`config.mk`:
```
export PLATFORM = sky130hd
export DESIGN_NAME = fp_arith_unit
export DESIGN_NICKNAME = d
export VERILOG_FILES = /design/src/fp_types_pkg.sv /design/src/arith_ctrl_pkg.sv /design/src/arith_req_if.sv /design/src/div_core_if.sv /design/src/fp_mul_pipe.sv /design/src/fp_div_core.sv /design/src/fp_div_signed.sv /design/src/fp_arith_unit.sv
export VERILOG_INCLUDE_DIRS = /design/src
export SDC_FILE = /design/constraint.sdc
export NUM_CORES = 1
export LEC_CHECK = 0
export ABC_AREA = 1
export ABC_CLOCK_PERIOD_IN_PS = 6900
export BUFFER_PORTS_ARGS = -buffer_cell sky130_fd_sc_hd__buf_4
export CAP_MARGIN = 20
export CORE_ASPECT_RATIO = 0.9
export CORE_MARGIN = 2
export CORE_UTILIZATION = 50
export CTS_BUF_LIST = sky130_fd_sc_hd__clkbuf_4 sky130_fd_sc_hd__clkbuf_8
export CTS_CLUSTER_DIAMETER = 60
export DETAILED_ROUTE_END_ITERATION = 6
export PLACE_DENSITY_LB_ADDON = 0.2
export SLEW_MARGIN = 5
export SYNTH_ARGS = -nofsm -noshare
export SYNTH_HDL_FRONTEND = slang
export SYNTH_HIERARCHICAL = 1
export SYNTH_SLANG_ARGS = --single-unit
```
`constraint.sdc`:
```
create_clock -name clk -period 6.9 [get_ports clk]
set_input_delay 0.69 -clock clk [delete_from_list [all_inputs] [get_ports clk]]
set_output_delay 0.69 -clock clk [all_outputs]
set_load 0.03 [all_outputs]
```
`src/fp_defs.svh`:
```
// Q8.8 word format, unit latency and divider step count; include before any package or module.
`ifndef FP_DEFS_SVH
`define FP_DEFS_SVH

// *************************************************************************
// Number format.
// *************************************************************************

// Total word width.
`define FP_WIDTH 16

// Bits below the binary point.
`define FP_FRAC_WIDTH 8

// Bits above the binary point.
`define FP_INT_WIDTH 8

// *************************************************************************
// Unit timing.
// *************************************************************************

// Cycles from a sampled multiply request to its done pulse.
`define FP_MUL_LATENCY 3

// One restoring step per quotient bit of the dividend widened by the fraction.
`define FP_DIV_ITERATIONS (`FP_WIDTH + `FP_FRAC_WIDTH)

`endif

```
`src/fp_types_pkg.sv`:
```
// Number-format types shared by the multiplier, the divider and the top level of the unit.
`include "fp_defs.svh"

package fp_types_pkg;

  // *************************************************************************
  // Data words.
  // *************************************************************************

  // One operand or result in Q8.8.
  typedef logic [`FP_WIDTH-1:0] fp_word_t;

  // Full product, and the divider accumulator.
  typedef logic [2*`FP_WIDTH-1:0] fp_wide_t;

  // *************************************************************************
  // Interpretation.
  // *************************************************************************

  // Selects how the operand words are read.
  typedef enum logic {
    FP_UNSIGNED = 1'b0,
    FP_SIGNED   = 1'b1
  } fp_mode_t;

endpackage

```
`src/arith_ctrl_pkg.sv`:
```
// Operation-select and divider-control types for the top level and the divide core.
`include "fp_defs.svh"

package arith_ctrl_pkg;

  // Which unit a go strobe is steered to.
  typedef enum logic {
    OP_MUL = 1'b0,
    OP_DIV = 1'b1
  } arith_op_t;

  // Iteration counter of the divide core.
  typedef logic [$clog2(`FP_DIV_ITERATIONS)-1:0] div_count_t;

endpackage

```
`src/arith_req_if.sv`:
```
// One operation request from the top level to an arithmetic unit, single-cycle strobe.
interface arith_req_if
  import fp_types_pkg::*;
();

  // Mode and operands are valid only in the strobe cycle.
  logic     strobe;
  fp_mode_t mode;
  fp_word_t left;
  fp_word_t right;

  modport source (
    output strobe,
    output mode,
    output left,
    output right
  );

  modport sink (
    input strobe,
    input mode,
    input left,
    input right
  );

endinterface

```
`src/div_core_if.sv`:
```
// Link between the signed divide wrapper and the unsigned divide core.
interface div_core_if
  import fp_types_pkg::*;
();

  logic     start;
  fp_word_t dividend;
  fp_word_t divisor;
  fp_word_t quotient;
  logic     done;
  logic     busy;

  // The core looks at start only while busy is low.
  modport wrapper (
    output start,
    output dividend,
    output divisor,
    input  quotient,
    input  done,
    input  busy
  );

  modport core (
    input  start,
    input  dividend,
    input  divisor,
    output quotient,
    output done,
    output busy
  );

endinterface

```
`src/fp_mul_pipe.sv`:
```
// Three-stage Q8.8 multiplier in signed or unsigned mode; takes a new request every cycle.
`include "fp_defs.svh"

module fp_mul_pipe
  import fp_types_pkg::*;
(
  input  logic      clk,
  input  logic      arst_n,
  arith_req_if.sink req,
  output logic      done,
  output fp_word_t  result
);

  fp_wide_t                   left_ext;
  fp_wide_t                   right_ext;
  fp_wide_t                   prod;
  logic [`FP_MUL_LATENCY-1:0] vld;

  // One valid bit per stage.
  always_ff @(posedge clk or negedge arst_n) begin
    if (!arst_n) begin
      vld <= '0;
    end else begin
      vld <= {vld[`FP_MUL_LATENCY-2:0], req.strobe};
    end
  end

  assign done = vld[`FP_MUL_LATENCY-1];

  // *************************************************************************
  // Stage one and two.
  // *************************************************************************

  always_ff @(posedge clk) begin
    if (req.strobe) begin
      if (req.mode == FP_SIGNED) begin
        left_ext  <= {{`FP_WIDTH{req.left[`FP_WIDTH-1]}}, req.left};
        right_ext <= {{`FP_WIDTH{req.right[`FP_WIDTH-1]}}, req.right};
      end else begin
        left_ext  <= {{`FP_WIDTH{1'b0}}, req.left};
        right_ext <= {{`FP_WIDTH{1'b0}}, req.right};
      end
    end
  end

  // Low half of the extended product is exact for both modes.
  always_ff @(posedge clk) begin
    if (vld[0]) begin
      prod <= left_ext * right_ext;
    end
  end

  // *************************************************************************
  // Stage three.
  // *************************************************************************

  // Drop the extra fraction bits and the overflowed integer bits.
  always_ff @(posedge clk or negedge arst_n) begin
    if (!arst_n) begin
      result <= '0;
    end else if (vld[1]) begin
      result <= prod[2*`FP_WIDTH-`FP_INT_WIDTH-1:`FP_WIDTH-`FP_INT_WIDTH];
    end
  end

endmodule

```
`src/fp_div_core.sv`:
```
// Unsigned Q8.8 restoring divider; one operation at a time, one quotient bit per cycle.
`include "fp_defs.svh"

module fp_div_core
  import fp_types_pkg::*;
  import arith_ctrl_pkg::*;
(
  input logic      clk,
  input logic      arst_n,
  div_core_if.core core
);

  fp_wide_t   acc;
  fp_wide_t   quo;
  fp_word_t   divisor;
  div_count_t count;
  logic       accept;
  logic       last;
  fp_wide_t   acc_shift;
  fp_wide_t   acc_next;
  fp_wide_t   quo_next;

  assign accept = core.start && !core.busy;
  assign last   = core.busy && (count == div_count_t'(`FP_DIV_ITERATIONS - 1));

  // *************************************************************************
  // One restoring step.
  // *************************************************************************

  // The top bit of quo feeds the accumulator while quotient bits enter at the bottom.
  always_comb begin
    acc_shift = {acc[2*`FP_WIDTH-2:0], quo[2*`FP_WIDTH-1]};
    if (acc_shift >= {{`FP_WIDTH{1'b0}}, divisor}) begin
      acc_next = acc_shift - {{`FP_WIDTH{1'b0}}, divisor};
      quo_next = {quo[2*`FP_WIDTH-2:0], 1'b1};
    end else begin
      acc_next = acc_shift;
      quo_next = {quo[2*`FP_WIDTH-2:0], 1'b0};
    end
  end

  // *************************************************************************
  // Control.
  // *************************************************************************

  always_ff @(posedge clk or negedge arst_n) begin
    if (!arst_n) begin
      core.busy     <= 1'b0;
      core.done     <= 1'b0;
      core.quotient <= '0;
      count         <= '0;
    end else begin
      core.done <= last;
      if (accept) begin
        core.busy <= 1'b1;
        count     <= '0;
      end else if (last) begin
        // Final step goes straight to the output.
        core.busy     <= 1'b0;
        core.quotient <= quo_next[`FP_WIDTH-1:0];
      end else if (core.busy) begin
        count <= count + 1'b1;
      end
    end
  end

  // Dividend sits at the top with the fraction zeros behind it.
  always_ff @(posedge clk) begin
    if (accept) begin
      acc     <= '0;
      quo     <= {core.dividend, {`FP_WIDTH{1'b0}}};
      divisor <= core.divisor;
    end else if (core.busy) begin
      acc <= acc_next;
      quo <= quo_next;
    end
  end

endmodule

```
`src/fp_div_signed.sv`:
```
// Signed Q8.8 divide; divides the magnitudes in the unsigned core and fixes the quotient sign.
`include "fp_defs.svh"

module fp_div_signed
  import fp_types_pkg::*;
(
  input  logic      clk,
  input  logic      arst_n,
  arith_req_if.sink req,
  output logic      done,
  output fp_word_t  result,
  output logic      busy
);

  div_core_if div_if ();

  logic left_neg;
  logic right_neg;
  logic neg_pending;
  logic neg_result;
  logic neg_sel;

  // Raw words pass through in unsigned mode.
  assign left_neg  = (req.mode == FP_SIGNED) && req.left[`FP_WIDTH-1];
  assign right_neg = (req.mode == FP_SIGNED) && req.right[`FP_WIDTH-1];

  assign div_if.start    = req.strobe;
  assign div_if.dividend = left_neg ? fp_word_t'(-req.left) : req.left;
  assign div_if.divisor  = right_neg ? fp_word_t'(-req.right) : req.right;

  // *************************************************************************
  // Quotient sign.
  // *************************************************************************

  // Pending flag for the running divide; result flag for the quotient on display.
  always_ff @(posedge clk or negedge arst_n) begin
    if (!arst_n) begin
      neg_pending <= 1'b0;
      neg_result  <= 1'b0;
    end else begin
      if (req.strobe && !div_if.busy) begin
        neg_pending <= left_neg ^ right_neg;
      end
      if (div_if.done) begin
        neg_result <= neg_pending;
      end
    end
  end

  // In the done cycle the pending flag still belongs to the new quotient.
  assign neg_sel = div_if.done ? neg_pending : neg_result;
  assign result  = neg_sel ? fp_word_t'(-div_if.quotient) : div_if.quotient;
  assign done    = div_if.done;
  assign busy    = div_if.busy;

  fp_div_core fp_div_core_inst (
    .clk    (clk),
    .arst_n (arst_n),
    .core   (div_if.core)
  );

endmodule

```
`src/fp_arith_unit.sv`:
```
// RTL top level of the Q8.8 arithmetic unit; steers each go strobe to the multiplier or divider.
module fp_arith_unit
  import fp_types_pkg::*;
  import arith_ctrl_pkg::*;
(
  input  logic      clk,
  input  logic      arst_n,
  input  logic      go,
  input  arith_op_t op,
  input  fp_mode_t  mode,
  input  fp_word_t  left,
  input  fp_word_t  right,
  output logic      mul_done,
  output fp_word_t  mul_result,
  output logic      div_done,
  output fp_word_t  div_result,
  output logic      div_busy
);

  arith_req_if mul_req ();
  arith_req_if div_req ();

  // *************************************************************************
  // Request steering.
  // *************************************************************************

  // Only the strobe is steered; both units see the same operands.
  assign mul_req.strobe = go && (op == OP_MUL);
  assign mul_req.mode   = mode;
  assign mul_req.left   = left;
  assign mul_req.right  = right;

  assign div_req.strobe = go && (op == OP_DIV);
  assign div_req.mode   = mode;
  assign div_req.left   = left;
  assign div_req.right  = right;

  // *************************************************************************
  // Units.
  // *************************************************************************

  fp_mul_pipe fp_mul_pipe_inst (
    .clk    (clk),
    .arst_n (arst_n),
    .req    (mul_req.sink),
    .done   (mul_done),
    .result (mul_result)
  );

  // A divide request while busy is dropped inside the core.
  fp_div_signed fp_div_signed_inst (
    .clk    (clk),
    .arst_n (arst_n),
    .req    (div_req.sink),
    .done   (div_done),
    .result (div_result),
    .busy   (div_busy)
  );

endmodule

```
# Yosys cells after proc, flatten, opt, wreduce, memory -nomap -nowiden
# Cells that the tools add are included.
dict set report word_totals {
  register_bits 181
  in_bits 37
  out_inout_bits 35
  wordCells 53
}
dict set report op_classes {
  add_sub_neg 5
  n_mul 1
  magnitude_cmp 1
  eq_ne 2
  n_mux 13
  n_bitwise 3
  n_reduce_logical 11
}
# operator n
set op_table {}
lappend op_table {{$mux W32} 2}
lappend op_table {{$mux W16} 3}
lappend op_table {{$neg A16 Y16} 3}
lappend op_table {{$ge A32 B16 Y1} 1}
lappend op_table {{$mux W31} 1}
lappend op_table {{$sub A31 B16 Y31} 1}
lappend op_table {{$mul A17 B17 Y24} 1}
lappend op_table {{$mux W5} 3}
lappend op_table {{$logic_and A1 B1 Y1} 6}
lappend op_table {{$add A5 B1 Y5 const B} 1}
lappend op_table {{$eq A5 B5 Y1 const B} 1}
lappend op_table {{$mux W1} 4}
lappend op_table {{$reduce_and A2 Y1} 2}
lappend op_table {{$reduce_bool A2 Y1} 2}
lappend op_table {{$ne A2 B2 Y1 const B} 1}
lappend op_table {{$not A1 Y1} 2}
lappend op_table {{$logic_not A1 Y1} 1}
lappend op_table {{$xor A1 B1 Y1} 1}

# Depth between registers and ports, before layout
dict set report logic_depth {
  ltp_word 4
  ltp_mapped 29
  ltp_nobuf 27
}

# By module
# The synthesis kept the hierarchy.
# mod n_inst cells_per_inst area_per_inst_um2 seq_area_each_um2
set by_module_without_submodules {}
lappend by_module_without_submodules {fp_mul_pipe 1 1286 10742.8 1976.9}
lappend by_module_without_submodules {fp_div_core 1 756 5572.8 2477.4}
lappend by_module_without_submodules {fp_div_signed 1 269 1410.1 50.0}
lappend by_module_without_submodules {fp_arith_unit 1 4 17.5 0.0}

# Worst setup path after synthesis
# Ideal clock, no wire load.
dict set report synth_timing {
  path_type {register to register}
  start {register fp_mul_pipe_inst.left_ext[4]}
  end {register fp_mul_pipe_inst.prod[22], data pin}
  setup_time_ns 0.265
  arrival_ns 5.198
  required_time_ns 6.635
  slack_ns 1.437
  stages_incl_launch_ff 19
  n_path_buf 2
  period_less_slack_ns 5.463
  path_cell_list {edfxtp_1 clkbuf_1 clkbuf_1 nand2_1 fa_1 inv_1 fa_1 fa_1 fa_1 fa_1 inv_1 fa_1 inv_1 ha_1 a21oi_1 o21ai_0 a211oi_1 o211ai_1 xor2_1}
}
dict set report synth_via {
  elab_chain_cells 1
}
# element line_no
set synth_rtl {}
lappend synth_rtl {{from (decl)} fp_mul_pipe.sv:14} ;# fp_wide_t left_ext;
lappend synth_rtl {{from (signal assigned)} fp_mul_pipe.sv:37} ;# left_ext <= {{`FP_WIDTH{req.left[`FP_WIDTH-1]}}, req.left};
lappend synth_rtl {{from (signal assigned)} fp_mul_pipe.sv:40} ;# left_ext <= {{`FP_WIDTH{1'b0}}, req.left};
lappend synth_rtl {{$mul A17 B17 Y24} fp_mul_pipe.sv:49} ;# prod <= left_ext * right_ext;
lappend synth_rtl {{to (signal assigned)} fp_mul_pipe.sv:49}
lappend synth_rtl {{to (decl)} fp_mul_pipe.sv:16} ;# fp_wide_t prod;
# No other way between the ends.
# A chain may end at the register's enable or synchronous reset.

# Worst setup path after layout
dict set report layout_timing {
  start {register fp_mul_pipe_inst.left_ext[5]}
  end {register fp_mul_pipe_inst.prod[20], data pin}
}
# The elaborated chain is that of the path after synthesis.

==> impl_results.md <==
* Run status: completed
* Total number of vias at 14192
* Setup_tns at 0 ns
* Post-CTS setup buffers at 0
* Post_cts resized at 0
* Peak Freq at 167 MHz
* Setup CP Type: reg2reg
* Sequential area share after synthesis at 0.254
* WP data required at 7.14 ns
* Die footprint at 37000 um^2
* Clock net sink count at 173
* Total Routed Length at 44.0 mm
* CTS max path bufs at 2
* Fin. Hold Viols at 0
* Initial Utilization at 0.506
* Max cap viols at 0
* 1st-pass router iterations at 7
* EDFF count, synth at 82
* M2 GR Usage at 0.387
* Post-Syn Area at 17700 um^2
* Hold WC Path Type: in2async
* Later-pin clock latency in the skew report at 0.48 ns
* RSZ-0062 raised after global routing: false
* Post-Synthesis Cells at 2315
* Post-DP HPWL at 35.2 mm
* Tot GR Track Use at 0.249
* Reg area at 4510 um^2
* Clock-pin slew on the worst setup and hold paths at 0.10 ns
* First-pass GRT wire length at 72.4 mm
* FILL cells at 3332
* Slew HR at 0.283
* Synth Flop Type: edfxtp_1
* Final nets at 2661
* Yosys warns at 6
* H-tree depth at 4
* GRT Max-Usage Layer: met2
* Largest net degree at the start of global routing at 53
* CP Capture Type: register
* Hold_ws at 0.184 ns
* Multi-input logic area at 10700 um^2
* Die Wd at 203 um
* Asr flop ratio synth at 0.254
* Synthesized flop and latch total at 173
* Vias/cell at 5.03
* Cts bufs inserted at 17
* Layout area overhead at 7.24%
* Met3 usage at 0.0416
* Grt ovf at 0
* Antenna-violating nets left at 0
* Routed WL per cell at 15.6 um
* Post-synth cell types at 52
* Avg Inst Size Synth at 7.66 um^2
* TritonCTS clock tree: yes
* Share of layout cells above drive strength 1 at 0.0834
* Initial antenna violation count at 1
* Startpoint Class: register
* Ports at 72
* Slew of the pin with the lowest slew margin at 1.08 ns
* Root buffer cell: clkbuf_8
* Die height at 183 um
* Placer Congestion at 0.923
* DRT iter0 DRCs at 963
* CORE AREA at 35100 um^2
* Cts hold-fix bufs at 0
* Number of buffers added on ports at 71
* # rows at 65
* Final Max Tran Viols at 0
* Number of global-route vias before repair at 13976
* Final Critical Period at 5.99 ns
* Fin crit share at 0.868
* Critical Path AT at 6.23 ns
* GR Layer Usage met1 at 0.362
* Syn nets at 2638
* Clock skew at 0.0244 ns
* Crit-path max FO at 17
* Drt drc at 0
* Final setup violation count at 0
==> routing by layer <==
metal / wire length [um] / vias to the layer above
met5: 0 / -
met4: 910 / 0
met3: 2790 / 59
met2: 19300 / 399
met1: 21000 / 6815
li1: - / 6919
==> cell families after synthesis <==
group | synth area share
compound gates | 0.0480
mux | 0.0102
flops | 0.254
fa+ha+maj | 0.285
simple gates | 0.234
buf+inv | 0.143
xor+xnor | 0.0267
==> synth_stat cells (16+ instances only) <==
cell type  count  share of area
xnor2_1       26          0.013
nand4_1       19         0.0067
nor2_1       106          0.022
mux2_2        16          0.010
xor2_1        28          0.014
o21ai_0       30         0.0085
dfrtp_1       44          0.062
edfxtp_1      82           0.14
dfxtp_1       47          0.053
nand3_1      116          0.033
fa_1         196           0.22
ha_1          90          0.063
inv_1        567           0.12
nand2_1      689           0.15
nand2_2       17         0.0060
clkbuf_1      47         0.0099
a21oi_1       37          0.010
==> placed cells by master, fill, tap and decap left out, drive strengths merged, types with 5 or more instances in the layout <==
cell type  Yosys  routed
dfxtp         47      47
a21oi         37      37
dfrtp         44      44
nor3          18      18
a22o          15      15
ha            90      90
nor2         118     118
inv          579     587
nand3        120     120
o21ai         53      53
xnor2         26      26
o22ai         15      15
mux2          16      16
nand2        708     708
or2            5       5
buf           29      80
xor2          28      28
fa           196     196
clkbuf        47      18
edfxtp        82      82
nand4         19      19
==> worst max-delay path: stages, from the launching register on <==
cell	delay [ns]
edfxtp_1	0.72
nand2_1	0.17
inv_1	0.07
fa_1	0.53
inv_1	0.05
fa_1	0.53
inv_1	0.06
fa_1	0.49
inv_1	0.05
fa_1	0.47
inv_1	0.05
fa_1	0.52
inv_1	0.05
fa_1	0.52
inv_1	0.04
ha_1	0.36
nand2_1	0.15
o21ai_0	0.10
a21oi_1	0.29
nand2_2	0.14
nand2_2	0.08
nand2_2	0.05
nand2_1	0.08
nand2_1	0.06
nand2_1	0.06
nand2_1	0.05
==> final timing paths <==
check | startpoint | to | slack (ns) | cells past startpoint
hold reg to reg | fp_div_signed_inst/fp_div_core_inst/acc[30] | fp_div_signed_inst/fp_div_core_inst/acc[30] | 0.46 | 2
min in group clk | op | fp_mul_pipe_inst/vld[0] | 0.40 | 2
setup / recovery | fp_mul_pipe_inst/left_ext[5] | fp_mul_pipe_inst/prod[20] | 0.91 | 25
setup reg to reg | fp_mul_pipe_inst/left_ext[5] | fp_mul_pipe_inst/prod[20] | 0.91 | 25
max in group asynchronous | arst_n | fp_div_signed_inst/fp_div_core_inst/core.busy | 6.27 | 1
hold / removal | arst_n | fp_mul_pipe_inst/result[14] | 0.18 | 1
==> flip-flops by register name (all words and copies together), names as in the netlist <==
signal	flops
fp_mul_pipe_inst/left_ext	17
fp_div_signed_inst/fp_div_core_inst/acc	31
fp_div_signed_inst/fp_div_core_inst/quo	32
fp_div_signed_inst/fp_div_core_inst/count	5
fp_mul_pipe_inst/right_ext	17
fp_div_signed_inst/neg_result	1
fp_div_signed_inst/fp_div_core_inst/core.done	1
fp_mul_pipe_inst/vld	3
fp_div_signed_inst/fp_div_core_inst/divisor	16
fp_mul_pipe_inst/result	16
fp_mul_pipe_inst/prod	16
fp_div_signed_inst/fp_div_core_inst/core.quotient	16
fp_div_signed_inst/fp_div_core_inst/core.busy	1
fp_div_signed_inst/neg_pending	1
==> area by class of cell <==
cell class,count,area share
tap,469,0.0308
multi-input combinational,1487,0.563
antenna,1,0.000132
clock buffer,18,0.0130
clock inverter,14,0.00907
inverter,579,0.114
sequential,173,0.237
timing repair buffer,80,0.0326
==> metrics by stage <==
step	cell area [um^2]	cells	setup slack, ns	util
after floorplan	17700	2315	1.44	-
after global placement	18600	2786	1.01	0.530
after detailed placement	18600	2786	0.957	0.530
after CTS	19000	2818	0.929	0.542
after global routing	19000	2821	0.538	0.543
final	19000	2821	0.912	0.543
Power is not shown: default switching activity piles up to over one toggle a cycle in this logic, so the estimate is an artifact.
